===== config.mk =====
export PLATFORM = sky130hd
export DESIGN_NAME = overlay_blender
export DESIGN_NICKNAME = d
export VERILOG_FILES = /design/src/video_pkg.sv /design/src/wb_regs_pkg.sv /design/src/blend_regs.sv /design/src/overlay_blender.sv /design/src/pixel_mixer.sv /design/src/raster_sequencer.sv /design/src/window_tracker.sv
export VERILOG_INCLUDE_DIRS = /design/src
export SDC_FILE = /design/constraint.sdc
export NUM_CORES = 1
export LEC_CHECK = 0
export ABC_CLOCK_PERIOD_IN_PS = 5700
export BUFFER_PORTS_ARGS = -buffer_cell sky130_fd_sc_hd__buf_4
export CORE_MARGIN = 3
export CORE_UTILIZATION = 60
export CTS_CLUSTER_SIZE = 28
export DETAILED_ROUTE_END_ITERATION = 7
export PLACE_DENSITY = 0.76
export SETUP_SLACK_MARGIN = 0.4
export SYNTH_ARGS = -nofsm -noshare
export SYNTH_HDL_FRONTEND = slang
export SYNTH_SLANG_ARGS = --single-unit
export TNS_END_PERCENT = 100

===== constraint.sdc =====
create_clock -name clk -period 5.7 [get_ports clk]
set_input_delay 1.14 -clock clk [delete_from_list [all_inputs] [get_ports clk]]
set_output_delay 1.14 -clock clk [all_outputs]
set_load 0.005 [all_outputs]

===== src/blend_defines.svh =====
`ifndef BLEND_DEFINES_SVH
`define BLEND_DEFINES_SVH

// Raster index widths
`define BLEND_WBITS 12
`define BLEND_HBITS 12

// Pixel widths on the stream ports
`define BLEND_BG_WIDTH 32
`define BLEND_OUT_WIDTH 24

// Wishbone word address width and number of mapped registers
`define BLEND_WB_AW 4
`define BLEND_REG_COUNT 14

`endif


===== src/video_pkg.sv =====
`default_nettype none
`include "blend_defines.svh"

package video_pkg;

	typedef logic [`BLEND_WBITS-1:0] col_t;
	typedef logic [`BLEND_HBITS-1:0] row_t;

	// One byte per overlay plane pixel
	typedef logic [7:0] plane_t;

	// Background pixel, alpha in the top byte
	typedef struct packed {
		logic [7:0] alpha;
		logic [7:0] red;
		logic [7:0] green;
		logic [7:0] blue;
	} argb_t;

	// Same word, as fields or as raw bits
	typedef union packed {
		argb_t argb;
		logic [`BLEND_BG_WIDTH-1:0] raw;
	} bg_pixel_u;

	typedef struct packed {
		logic [7:0] red;
		logic [7:0] green;
		logic [7:0] blue;
	} rgb_t;

endpackage

`default_nettype wire


===== src/wb_regs_pkg.sv =====
`default_nettype none
`include "blend_defines.svh"

package wb_regs_pkg;

	// Word addresses, counted from zero
	typedef enum logic [`BLEND_WB_AW-1:0] {
		OUT_WIDTH,
		OUT_HEIGHT,
		WIN0_LEFT,
		WIN0_TOP,
		WIN0_WIDTH,
		WIN0_HEIGHT,
		WIN1_LEFT,
		WIN1_TOP,
		WIN1_WIDTH,
		WIN1_HEIGHT,
		WIN2_LEFT,
		WIN2_TOP,
		WIN2_WIDTH,
		WIN2_HEIGHT
	} reg_idx_e;

endpackage

`default_nettype wire


===== src/blend_regs.sv =====
`timescale 1ns/10ps
`default_nettype none
`include "blend_defines.svh"

module blend_regs (
	input  wire                    clk,
	input  wire                    resetn,
	input  wire                    wb_cyc,
	input  wire                    wb_stb,
	input  wire                    wb_we,
	input  wire [`BLEND_WB_AW-1:0] wb_adr,
	input  wire [31:0]             wb_dat_w,
	output logic                   wb_ack,
	output logic [31:0]            wb_dat_r,
	output video_pkg::col_t        out_width,
	output video_pkg::row_t        out_height,
	output video_pkg::col_t        win0_left,
	output video_pkg::row_t        win0_top,
	output video_pkg::col_t        win0_width,
	output video_pkg::row_t        win0_height,
	output video_pkg::col_t        win1_left,
	output video_pkg::row_t        win1_top,
	output video_pkg::col_t        win1_width,
	output video_pkg::row_t        win1_height,
	output video_pkg::col_t        win2_left,
	output video_pkg::row_t        win2_top,
	output video_pkg::col_t        win2_width,
	output video_pkg::row_t        win2_height
);
	logic [`BLEND_WBITS-1:0] regs [`BLEND_REG_COUNT];
	wb_regs_pkg::reg_idx_e idx;
	logic req;
	logic mapped;

	assign idx = wb_regs_pkg::reg_idx_e'(wb_adr);
	// New request only while no ack is pending
	assign req = wb_cyc && wb_stb && !wb_ack;
	assign mapped = int'(wb_adr) < `BLEND_REG_COUNT;

	always_ff @(posedge clk) begin
		if (!resetn) begin
			for (int i = 0; i < `BLEND_REG_COUNT; i++)
				regs[i] <= '0;
		end else if (req && wb_we && mapped) begin
			regs[idx] <= wb_dat_w[`BLEND_WBITS-1:0];
		end
	end

	always_ff @(posedge clk) begin
		if (!resetn)
			wb_ack <= 1'b0;
		else
			wb_ack <= req;
	end

	// Addresses past the map read as zero
	always_ff @(posedge clk) begin
		if (req)
			wb_dat_r <= mapped ? 32'(regs[idx]) : 32'd0;
	end

	////////////////////////////////////////
	// Register map outputs
	////////////////////////////////////////
	assign out_width   = regs[wb_regs_pkg::OUT_WIDTH];
	assign out_height  = video_pkg::row_t'(regs[wb_regs_pkg::OUT_HEIGHT]);
	assign win0_left   = regs[wb_regs_pkg::WIN0_LEFT];
	assign win0_top    = video_pkg::row_t'(regs[wb_regs_pkg::WIN0_TOP]);
	assign win0_width  = regs[wb_regs_pkg::WIN0_WIDTH];
	assign win0_height = video_pkg::row_t'(regs[wb_regs_pkg::WIN0_HEIGHT]);
	assign win1_left   = regs[wb_regs_pkg::WIN1_LEFT];
	assign win1_top    = video_pkg::row_t'(regs[wb_regs_pkg::WIN1_TOP]);
	assign win1_width  = regs[wb_regs_pkg::WIN1_WIDTH];
	assign win1_height = video_pkg::row_t'(regs[wb_regs_pkg::WIN1_HEIGHT]);
	assign win2_left   = regs[wb_regs_pkg::WIN2_LEFT];
	assign win2_top    = video_pkg::row_t'(regs[wb_regs_pkg::WIN2_TOP]);
	assign win2_width  = regs[wb_regs_pkg::WIN2_WIDTH];
	assign win2_height = video_pkg::row_t'(regs[wb_regs_pkg::WIN2_HEIGHT]);

	// Host keeps its request up until it sees the ack
	assert property (@(posedge clk) disable iff (!resetn)
		wb_ack |-> wb_cyc && wb_stb);

endmodule

`default_nettype wire


===== src/overlay_blender.sv =====
`timescale 1ns/10ps
`default_nettype none
`include "blend_defines.svh"

module overlay_blender (
	input  wire                        clk,
	input  wire                        resetn,
	input  wire                        wb_cyc,
	input  wire                        wb_stb,
	input  wire                        wb_we,
	input  wire [`BLEND_WB_AW-1:0]     wb_adr,
	input  wire [31:0]                 wb_dat_w,
	output logic                       wb_ack,
	output logic [31:0]                wb_dat_r,
	input  wire                        s0_tvalid,
	input  wire [`BLEND_BG_WIDTH-1:0]  s0_tdata,
	input  wire                        s0_tuser,
	input  wire                        s0_tlast,
	output logic                       s0_tready,
	input  wire                        s1_tvalid,
	input  wire video_pkg::plane_t     s1_tdata,
	input  wire                        s1_tuser,
	input  wire                        s1_tlast,
	output logic                       s1_tready,
	input  wire                        s2_tvalid,
	input  wire video_pkg::plane_t     s2_tdata,
	input  wire                        s2_tuser,
	input  wire                        s2_tlast,
	output logic                       s2_tready,
	output logic                       m_tvalid,
	output logic [`BLEND_OUT_WIDTH-1:0] m_tdata,
	output logic                       m_tuser,
	output logic                       m_tlast,
	input  wire                        m_tready
);
	video_pkg::col_t out_width;
	video_pkg::row_t out_height;
	video_pkg::col_t win0_left;
	video_pkg::row_t win0_top;
	video_pkg::col_t win0_width;
	video_pkg::row_t win0_height;
	video_pkg::col_t win1_left;
	video_pkg::row_t win1_top;
	video_pkg::col_t win1_width;
	video_pkg::row_t win1_height;
	video_pkg::col_t win2_left;
	video_pkg::row_t win2_top;
	video_pkg::col_t win2_width;
	video_pkg::row_t win2_height;
	video_pkg::col_t col_idx;
	video_pkg::row_t row_idx;
	logic col_update;
	logic row_update;
	logic fsync;
	logic out_fire;
	logic first_pixel;
	logic last_pixel;
	logic out_ok;
	logic need0;
	logic need1;
	logic need2;

	blend_regs blend_regs_inst (.*);

	raster_sequencer raster_sequencer_inst (.*);

	// Trackers share the raster position, each with its own window
	window_tracker tracker0_inst (
		.*,
		.win_left(win0_left),
		.win_top(win0_top),
		.win_width(win0_width),
		.win_height(win0_height),
		.need(need0)
	);

	window_tracker tracker1_inst (
		.*,
		.win_left(win1_left),
		.win_top(win1_top),
		.win_width(win1_width),
		.win_height(win1_height),
		.need(need1)
	);

	window_tracker tracker2_inst (
		.*,
		.win_left(win2_left),
		.win_top(win2_top),
		.win_width(win2_width),
		.win_height(win2_height),
		.need(need2)
	);

	pixel_mixer pixel_mixer_inst (.*);

	// Inputs advance only together with an output beat
	assign s0_tready = out_fire && need0;
	assign s1_tready = out_fire && need1;
	assign s2_tready = out_fire && need2;

endmodule

`default_nettype wire


===== src/pixel_mixer.sv =====
`timescale 1ns/10ps
`default_nettype none
`include "blend_defines.svh"

module pixel_mixer (
	input  wire                       clk,
	input  wire                       resetn,
	input  wire                       out_fire,
	input  wire                       first_pixel,
	input  wire                       last_pixel,
	input  wire                       s0_tvalid,
	input  wire [`BLEND_BG_WIDTH-1:0] s0_tdata,
	input  wire                       need0,
	input  wire                       s1_tvalid,
	input  wire video_pkg::plane_t    s1_tdata,
	input  wire                       need1,
	input  wire                       s2_tvalid,
	input  wire video_pkg::plane_t    s2_tdata,
	input  wire                       need2,
	input  wire                       m_tready,
	output logic                      out_ok,
	output logic                      m_tvalid,
	output video_pkg::rgb_t           m_tdata,
	output logic                      m_tuser,
	output logic                      m_tlast
);
	video_pkg::bg_pixel_u bg;
	video_pkg::rgb_t mix;

	assign bg = s0_tdata;

	// Every stream that covers this position must have a pixel ready
	assign out_ok = (!need0 || s0_tvalid) &&
		(!need1 || s1_tvalid) &&
		(!need2 || s2_tvalid);

	// Overlay present: red from background, planes fill green and blue
	always_comb begin
		if (need1 || need2) begin
			mix.red   = bg.argb.red;
			mix.green = need1 ? s1_tdata : 8'h00;
			mix.blue  = need2 ? s2_tdata : 8'h00;
		end else begin
			mix = bg.raw[`BLEND_OUT_WIDTH-1:0];
		end
	end

	////////////////////////////////////////
	// Output register stage
	////////////////////////////////////////
	always_ff @(posedge clk) begin
		if (!resetn) begin
			m_tvalid <= 1'b0;
			m_tuser  <= 1'b0;
			m_tlast  <= 1'b0;
		end else if (out_fire) begin
			m_tvalid <= 1'b1;
			m_tuser  <= first_pixel;
			m_tlast  <= last_pixel;
		end else if (m_tready) begin
			m_tvalid <= 1'b0;
		end
	end

	always_ff @(posedge clk) begin
		if (out_fire)
			m_tdata <= mix;
	end

	// A stalled beat keeps its data
	assert property (@(posedge clk) disable iff (!resetn)
		m_tvalid && !m_tready |=> $stable(m_tdata));

endmodule

`default_nettype wire


===== src/raster_sequencer.sv =====
`timescale 1ns/10ps
`default_nettype none

module raster_sequencer (
	input  wire                  clk,
	input  wire                  resetn,
	input  wire video_pkg::col_t out_width,
	input  wire video_pkg::row_t out_height,
	input  wire                  out_ok,
	input  wire                  m_tready,
	input  wire                  s0_tvalid,
	input  wire                  s0_tuser,
	output video_pkg::col_t      col_idx,
	output video_pkg::row_t      row_idx,
	output logic                 col_update,
	output logic                 row_update,
	output logic                 fsync,
	output logic                 out_fire,
	output logic                 first_pixel,
	output logic                 last_pixel
);
	// Look-ahead counters, always one ahead of col_idx and row_idx
	video_pkg::col_t col_nxt;
	video_pkg::row_t row_nxt;
	logic last_line;
	logic gap0;
	logic gap1;
	logic streaming;

	assign out_fire    = streaming && out_ok && m_tready;
	assign col_update  = gap1 || out_fire;
	assign row_update  = gap1;
	assign fsync       = gap0 && last_line;
	assign first_pixel = (col_idx == '0) && (row_idx == '0);

	////////////////////////////////////////
	// Line gaps and streaming flag
	////////////////////////////////////////

	// After the last line, hold off until stream 0 offers its frame start
	always_ff @(posedge clk) begin
		if (!resetn) begin
			gap0 <= 1'b0;
			gap1 <= 1'b0;
		end else begin
			gap0 <= !gap0 && !gap1 && !streaming &&
				(!last_line || (s0_tvalid && s0_tuser));
			gap1 <= gap0;
		end
	end

	always_ff @(posedge clk) begin
		if (!resetn)
			streaming <= 1'b0;
		else if (row_update)
			streaming <= 1'b1;
		else if (out_fire && last_pixel)
			streaming <= 1'b0;
	end

	////////////////////////////////////////
	// Column and row counters
	////////////////////////////////////////

	// All ones before a line, so the next index wraps to zero
	always_ff @(posedge clk) begin
		if (!resetn || gap0) begin
			col_idx <= '1;
			col_nxt <= '0;
		end else if (col_update) begin
			col_idx <= col_nxt;
			col_nxt <= col_nxt + 1'b1;
		end
	end

	always_ff @(posedge clk) begin
		if (!resetn || fsync) begin
			row_idx <= '1;
			row_nxt <= '0;
		end else if (row_update) begin
			row_idx <= row_nxt;
			row_nxt <= row_nxt + 1'b1;
		end
	end

	always_ff @(posedge clk) begin
		if (!resetn)
			last_pixel <= 1'b0;
		else if (col_update)
			last_pixel <= (col_nxt == out_width - 1'b1);
	end

	// Set out of reset, so the first frame also waits for tuser
	always_ff @(posedge clk) begin
		if (!resetn)
			last_line <= 1'b1;
		else if (row_update)
			last_line <= (row_nxt == out_height - 1'b1);
	end

	// Beats only inside a line, never in a gap cycle
	assert property (@(posedge clk) disable iff (!resetn)
		out_fire |-> !gap0 && !gap1);

endmodule

`default_nettype wire


===== src/window_tracker.sv =====
`timescale 1ns/10ps
`default_nettype none

module window_tracker (
	input  wire                  clk,
	input  wire                  resetn,
	input  wire                  fsync,
	input  wire video_pkg::col_t col_idx,
	input  wire                  col_update,
	input  wire video_pkg::row_t row_idx,
	input  wire                  row_update,
	input  wire video_pkg::col_t win_left,
	input  wire video_pkg::row_t win_top,
	input  wire video_pkg::col_t win_width,
	input  wire video_pkg::row_t win_height,
	output logic                 need
);
	video_pkg::col_t col_look;
	video_pkg::row_t row_look;
	video_pkg::col_t col_off;
	video_pkg::row_t row_off;
	logic col_hit;
	logic row_hit;
	logic h_in;
	logic v_in;

	// Index that becomes current on the next update strobe
	assign col_look = col_idx + 1'b1;
	assign row_look = row_idx + 1'b1;

	// Offset compare avoids overflow of left plus width
	assign col_off = col_look - win_left;
	assign row_off = row_look - win_top;
	assign col_hit = (col_look >= win_left) && (col_off < win_width);
	assign row_hit = (row_look >= win_top) && (row_off < win_height);

	always_ff @(posedge clk) begin
		if (!resetn || fsync)
			h_in <= 1'b0;
		else if (col_update)
			h_in <= col_hit;
	end

	always_ff @(posedge clk) begin
		if (!resetn || fsync)
			v_in <= 1'b0;
		else if (row_update)
			v_in <= row_hit;
	end

	assign need = h_in && v_in;

endmodule

`default_nettype wire

==> flow_summary.json, run 1 <==
{
  "outcome": "complete, no violations",
  "hold_path_class": "register to register",
  "clock.fmax_mhz": 212,
  "totalPowerFinal_uw": 6430,
  "r2r_end": "tracker0_inst.v_in",
  "cts_hold_buf": 0,
  "cts_tree": "done",
  "synth-seq-area-share_pct": 41.0,
  "gr-usage-all-layers_pct": 32.3,
  "setup_ws_ns": 0.980,
  "holdWs_ns": 0.473,
  "critPathCaptureType": "register",
  "drt-vias-per-instance": 6.20,
  "first_global_vias": 13524,
  "h-tree-depth": 1,
  "die_h_um": 179,
  "clock-sinks": 267,
  "wl_met2_mm": 24.9,
  "cts_buffer_depth": 3,
  "fin_cells": 2300,
  "clock_latency_ns": 0.56,
  "grt_pass1_wl_mm": 77.7,
  "syn_area_per_cell_um2": 9.96,
  "drcViolationCount": 0,
  "rsz0062_at_grt": "false",
  "place.gp.congestion": 0.930,
  "fin_crit_ns": 4.72,
  "rr_startpoint": "raster_sequencer_inst.row_idx[2]",
  "die_area_um2": 32100,
  "via_count": 14260,
  "syn_to_final_growth_pct": 11.4,
  "antenna_found_initial": 4,
  "cp_max_fo": 12,
  "leakage_uw": 0.00849,
  "postSynthCellCount": 1808,
  "dp_hpwl_mm": 39.6,
  "ys_types": 70,
  "fp.dieW_um": 179,
  "fin_tns_setup_ns": 0,
  "wl_per_cell_um": 22.8,
  "layout-drive-gt1-share_pct": 11.5,
  "hold_depth": 2,
  "overflow": 0,
  "ys_seq_elements": 267,
  "drt_wl_total_mm": 52.3,
  "power_density_nw_per_um2": 321,
  "worst_pin_slew_ns": 1.10,
  "io_pins": 162,
  "wl_met3_mm": 4.21,
  "preCtsSetupSlack_ns": 1.07,
  "cts.repair.resized": 0,
  "path_class": "register to register",
  "fin_skew_ns": 0.0194,
  "r2r_slack_ns": 0.98,
  "worstRegToRegCells": 14,
  "synth-edff-count": 204,
  "finalCritPeriodShare_pct": 82.8,
  "crit_arrival_ns": 5.22,
  "clk_pin_slew_worst_paths_ns": 0.06,
  "place_inst": 2242,
  "ys_warn_count": 0,
  "post_cts_buffers": 0,
  "fill_cells": 2282,
  "rows": 62,
  "coreArea_um2": 29200,
  "hp-start": "pixel_mixer_inst.m_tlast",
  "min_to": "pixel_mixer_inst.m_tlast",
  "firstDrtPassIters": 6,
  "met1Wirelength_mm": 20.1,
  "grt_max_degree": 56,
  "drtIter0Drc": 1243,
  "relSlewSlack_pct": 26.1,
  "start_util_pct": 61.7,
  "yosys_most_used_dff": "edfxtp_1",
  "setup_viol": 0,
  "io_buffers": 108,
  "max_cap_violations": 0,
  "routed.top_layer": "met4",
  "slew_viol_final": 0,
  "ant_nets": 0,
  "fin_nets": 2143,
  "start_kind": "register",
  "async_flop_share_pct": 0,
  "clockRootBuffer": "clkbuf_16",
  "cts_buffers": 30,
  "hold_viol_final": 0,
  "required_ns": 6.20,
  "ir_drop_uv": 228,
  "netlist_area_um2": 18000
}
## per-stage QoR
step | util [%] | area (µm²)
3_5_place_dp | 65.3 | 19000
5_1_grt | 68.8 | 20100
6_report | 68.8 | 20100
4_1_cts | 68.7 | 20000
2_1_floorplan | - | 18100
3_3_place_gp | 65.3 | 19000
## sequential cells by signal, summed over array words and instances (netlist names), 12 cells and up
name / cells
blend_regs_inst.regs: 168
pixel_mixer_inst.m_tdata: 24
raster_sequencer_inst.row_nxt: 12
raster_sequencer_inst.col_idx: 12
raster_sequencer_inst.col_nxt: 12
blend_regs_inst.wb_dat_r: 12
raster_sequencer_inst.row_idx: 12
## final cells by class
cell class | instances | area (µm²) | area share, %
Antenna cell | 2 | 5.00 | 0.0250
Clock buffer | 39 | 836 | 4.17
Multi-Input combinational cell | 1282 | 9550 | 47.6
Tap cell | 384 | 480 | 2.40
Sequential cell | 267 | 7390 | 36.8
Clock inverter | 17 | 166 | 0.830
Inverter | 184 | 691 | 3.44
Timing Repair Buffer | 125 | 938 | 4.68
## cell usage in the layout (no fill, tap or decap), drive strengths merged, types with 10 or more instances in the layout
cell type	n
o211ai	16
a21oi	74
a31oi	14
mux2i	39
o21a	16
nand3	50
nor4	10
a2111oi	11
o21ai	69
a21o	27
a22o	17
mux4	36
clkinv	11
conb	20
nor2b	18
xnor2	73
inv	185
clkbuf	39
edfxtp	204
xor2	35
and2	178
nand4	38
a21boi	10
buf	125
and3	23
nor3	32
nand2b	20
nor2	99
or3	13
o22ai	12
nand2	104
dfxtp	63
ha	148
## logic make-up after synthesis
group,Yosys count,share of synthesized area [%]
other,1,0.0208
AO/OA/AOI/OAI,312,11.4
buffers and inverters,278,6.34
adder cells (fa/ha/maj),154,11.0
AND/OR/NAND/NOR,612,18.3
multiplexers,76,6.73
XOR/XNOR,108,5.25
flip-flops,267,41.0
## per-layer routing
layer | vias up | GRT usage (%)
met5 | - | 0
met4 | 0 | 16.0
met3 | 153 | 5.00
met2 | 684 | 53.6
met1 | 6841 | 41.4
li1 | 6582 | -
## critical path, stage by stage, from the launching register on
cell	delay [ns]
dfxtp_1	0.42
and3_1	0.20
and2_1	0.20
and3_1	0.23
nand4_1	0.12
xnor2_1	0.54
ha_1	0.47
nor4b_1	0.20
a2111oi_0	0.44
o311ai_0	0.26
ha_1	0.35
a21o_1	0.16
a21o_1	0.16
a2111oi_0	0.69
a22o_1	0.22
## cells in the mapped netlist (all sizes together) (32+ instances only)
library cell	number	area, µm²
a21oi	74	370
and2	178	1110
buf	34	224
clkbuf	60	226
dfxtp	63	1260
edfxtp	204	6130
ha	148	1850
inv	184	691
mux2i	39	390
mux4	36	811
nand2	104	390
nand3	50	250
nand4	38	238
nor2	99	374
nor3	32	170
o21ai	69	345
xnor2	73	639
xor2	35	307
## how the worst max path moves through the flow
stage | start | to | slack [ns] | cells past startpoint
floorplan | raster_sequencer_inst.row_idx[2] | tracker0_inst.v_in | 2.12 | 15
global placement | raster_sequencer_inst.row_idx[2] | tracker0_inst.v_in | 1.37 | 14
detailed placement | raster_sequencer_inst.row_idx[2] | tracker0_inst.v_in | 1.07 | 14
CTS | raster_sequencer_inst.row_idx[2] | tracker0_inst.v_in | 1.06 | 14
global route | raster_sequencer_inst.row_idx[2] | tracker0_inst.v_in | 0.74 | 14
finish | raster_sequencer_inst.row_idx[2] | tracker0_inst.v_in | 0.98 | 14
## where the power goes
part / leakage, µW / internal [µW] / switching, µW / total [µW]
registers: 0.00254 / 2160 / 80.2 / 2240
logic: 0.00546 / 954 / 1270 / 2220
clock network: 0.000493 / 1170 / 799 / 1960
total: 0.00849 / 4280 / 2150 / 6430
(Power assumes the default switching activity.)
==> run 2: changes to the inputs <==
--- a/config.mk
+++ b/config.mk
@@ -6,7 +6,8 @@
 export SDC_FILE = /design/constraint.sdc
 export NUM_CORES = 1
 export LEC_CHECK = 0
-export ABC_CLOCK_PERIOD_IN_PS = 5700
+export ABC_AREA = 1
+export ABC_CLOCK_PERIOD_IN_PS = 4750
 export BUFFER_PORTS_ARGS = -buffer_cell sky130_fd_sc_hd__buf_4
 export CORE_MARGIN = 3
 export CORE_UTILIZATION = 60
==> constraint.sdc (replaced) <==
create_clock -name clk -period 4.75 [get_ports clk]
set_input_delay 0.95 -clock clk [delete_from_list [all_inputs] [get_ports clk]]
set_output_delay 0.95 -clock clk [all_outputs]
set_load 0.005 [all_outputs]
==> run 2 against run 1 <==
Compared with the run above: the run now ends with design-rule violations left; worst setup slack worse by 0.39 ns; utilization is 0.092 points higher; cell count is 18% higher; area after synthesis is 1.4% higher; synthesized cell count is 19% higher; count of clock-buffer cells in the layout is 1 higher; global-route usage is 1.3 points higher; final area is 2.3% higher; clock power is 21% higher; combinational power is 27% higher; fmax is 13% higher; critical path depth is 2 higher; critical path type unchanged; critical endpoint is now tracker2_inst.h_in; largest cell class unchanged; largest power group unchanged.
==> flow_summary.json, run 2 <==
{
  "outcome": "complete, but fails checks",
  "violations": "design-rule violations",
  "ys_seq_elements": 291,
  "die_area_um2": 32600,
  "fin_cells": 2705,
  "antenna_found_initial": 0,
  "synth_area_leaders": "edfxtp_1 37%, ha_1 10%, nand2_1 7.8%, dfxtp_1 6.9%, inv_1 6.0%",
  "layout_common_cells": "378 x nand2_1, 294 x inv_1, 273 x nor2_1",
  "p_int_uw": 5260,
  "max_cap_violations": 0,
  "die_h_um": 180,
  "largest_reg_flops": 192,
  "synth_top_area_share_pct": 37.5,
  "crit_arrival_ns": 4.62,
  "r2r_slack_ns": 0.59,
  "worst_pin_slew_ns": 1.17,
  "reg_top3": "blend_regs_inst.regs x192, pixel_mixer_inst.m_tdata x24",
  "synth-seq-area-share_pct": 44.4,
  "netlist_area_um2": 18300,
  "required_ns": 5.21,
  "overflow": 0,
  "cts_buffers": 31,
  "setup_viol": 0,
  "diodes": 0,
  "drcViolationCount": 1,
  "place.gp.congestion": 1.02,
  "sw_frac_of_total_pct": 35.1,
  "fin_tns_setup_ns": 0,
  "cts_tree": "done",
  "regMostFlops": "blend_regs_inst.regs",
  "grt_pass1_wl_mm": 84.5,
  "synth-edff-count": 228,
  "async_flop_share_pct": 0,
  "fin_nets": 2543,
  "hold_path_class": "register to register",
  "postSynthCellCount": 2160,
  "crit_path_start": "raster_sequencer_inst.col_idx[0]",
  "clock-sinks": 291,
  "p_clk_share_pct": 29.4,
  "drtIter0Drc": 1770,
  "ys_types": 42,
  "hold_viol_final": 0,
  "fin_skew_ns": 0.0239,
  "cts_buffer_depth": 3,
  "io_pins": 162,
  "rows": 63,
  "slew_viol_final": 0,
  "start_kind": "register",
  "clockRootBuffer": "clkbuf_16",
  "drt_wl_total_mm": 56.5,
  "power_density_nw_per_um2": 395,
  "crit_end": "tracker2_inst.h_in",
  "dp_hpwl_mm": 41.6,
  "post_dp_cell_area_um2": 19500,
  "h-tree-depth": 1,
  "yosys.area.top_type": "edfxtp_1",
  "finalCritPeriodShare_pct": 87.6,
  "gr-usage-all-layers_pct": 33.6,
  "rr_startpoint": "raster_sequencer_inst.col_idx[0]",
  "yosys_most_used_dff": "edfxtp_1",
  "fp.dieW_um": 180,
  "cts_hold_buf": 0,
  "start_util_pct": 61.3,
  "layout-drive-gt1-share_pct": 9.03,
  "ant_nets": 0,
  "coreArea_um2": 29800,
  "firstDrtPassIters": 8,
  "first_global_vias": 15169,
  "place_inst": 2647,
  "final_common_cell": "nand2_1",
  "cp_max_fo": 7,
  "post_cts_buffers": 0,
  "p_sw_uw": 2840,
  "path_class": "register to register",
  "worstRegToRegCells": 16,
  "drt-vias-per-instance": 5.91,
  "ir_drop_uv": 302,
  "ys_warn_count": 0,
  "final_area_um2": 20500,
  "fin_crit_ns": 4.16,
  "io_buffers": 108,
  "wl_per_cell_um": 20.9,
  "clk_pin_slew_worst_paths_ns": 0.06,
  "syn_to_final_growth_pct": 12.3,
  "rsz0062_at_grt": "false",
  "clock_latency_ns": 0.58,
  "clock.fmax_mhz": 240,
  "relSlewSlack_pct": 21.9,
  "sequentialPowerShare_pct": 35.9,
  "p_comb_share_pct": 34.7,
  "critPathCaptureType": "register",
  "r2r_end": "tracker2_inst.h_in",
  "synth_common_cells": "378 x nand2_1, 294 x inv_1, 273 x nor2_1, 228 x edfxtp_1",
  "grt_max_degree": 43,
  "via_count": 15992,
  "syn_area_per_cell_um2": 8.46,
  "yosysMostFrequentCell": "nand2_1",
  "leakage_uw": 0.00935
}
[run 2: cell types whose count changed in the layout (fill, tap and decap cells not counted), sizes merged, moves of 49 or more]
| cell | before | now |
|---|---|---|
| inv | 185 | 296 |
| o21ai | 69 | 118 |
| nand2 | 104 | 383 |
| a21oi | 74 | 148 |
| and2 | 178 | 0 |
| nor2 | 99 | 276 |
[run 2: final cells by class]
type                    count  area [µm²]
fillers                  2421        9280
multi-input cells        1526        8730
flip-flops and latches    291        8110
inverters                 297        1110
repair buffers            143        1070
clock buffers              40         841
well taps                 390         488
clock inverters            18         154
[run 2: how the worst min path moves through the flow]
| stage | endpoint | start | slack [ns] | cells past startpoint |
|---|---|---|---|---|
| after floorplan | raster_sequencer_inst.row_update | raster_sequencer_inst.gap0 | 0.41 | 2 |
| after global placement | raster_sequencer_inst.row_update | raster_sequencer_inst.gap0 | 0.42 | 2 |
| after detailed placement | raster_sequencer_inst.row_update | raster_sequencer_inst.gap0 | 0.43 | 2 |
| after CTS | raster_sequencer_inst.row_update | raster_sequencer_inst.gap0 | 0.44 | 2 |
| after global routing | raster_sequencer_inst.row_update | raster_sequencer_inst.gap0 | 0.46 | 2 |
| final | raster_sequencer_inst.row_update | raster_sequencer_inst.gap0 | 0.44 | 2 |
[run 2: power groups by stage]
| stage | Combinational, µW | Sequential, µW | Clock, µW |
|---|---|---|---|
| 3_3_place_gp | 2600 | 2960 | 0 |
| 2_1_floorplan | 1920 | 2940 | 0 |
| 5_1_grt | 3130 | 2920 | 2490 |
| 6_report | 2810 | 2910 | 2380 |
| 3_5_place_dp | 2710 | 2960 | 0 |
| 4_1_cts | 2730 | 2910 | 2380 |
[run 2: critical path: stages (launching register included)]
cell and delay [ns]:
dfxtp_2 0.50, inv_1 0.10, ha_1 0.55, inv_1 0.32
fa_1 0.50, o21ai_0 0.49, a21o_1 0.24, a31oi_1 0.11
xor2_1 0.18, ha_1 0.29, nand2_1 0.06, nor2_1 0.14
nand4_1 0.10, a21oi_1 0.13, nor2_1 0.07, nand3_1 0.19
a21oi_1 0.09
[run 2: per-stage QoR]
stage	total power, µW	setup slack [ns]	utilization (%)	hold slack, ns
finish	8100	0.591	68.8	0.440
CTS	8020	0.417	68.8	0.440
floorplan	4860	1.65	-	0.414
global placement	5560	0.630	65.5	0.421
detailed placement	5670	0.431	65.5	0.431
global route	8540	0.449	68.8	0.465
[run 2: layer usage]
metal	GRT usage (%)	vias up	part of all wire [%]
met5	0	-	0
met2	53.4	919	44
met4	16.4	0	6.0
met3	8.07	203	12
li1	-	7487	-
met1	43.5	7383	38
[run 2: cell families (layout without fill, tap and decap cells)]
logic type	count (synthesis)	after routing	share of synthesized area (%)
fa+ha+maj	154	154	10.8
simple gates	839	839	19.2
buf+inv	386	498	8.71
compound gates	396	396	12.4
other cells	1	44	0.0205
xor+xnor	93	93	4.46
flops	291	291	44.4
[run 2: repair_timing]
| action | in CTS | in global routing |
|---|---|---|
| gates resized for setup | 0 | 5 |
| endpoints found under the hold margin | 0 | 0 |
| setup endpoints to repair | 0 | 6 |
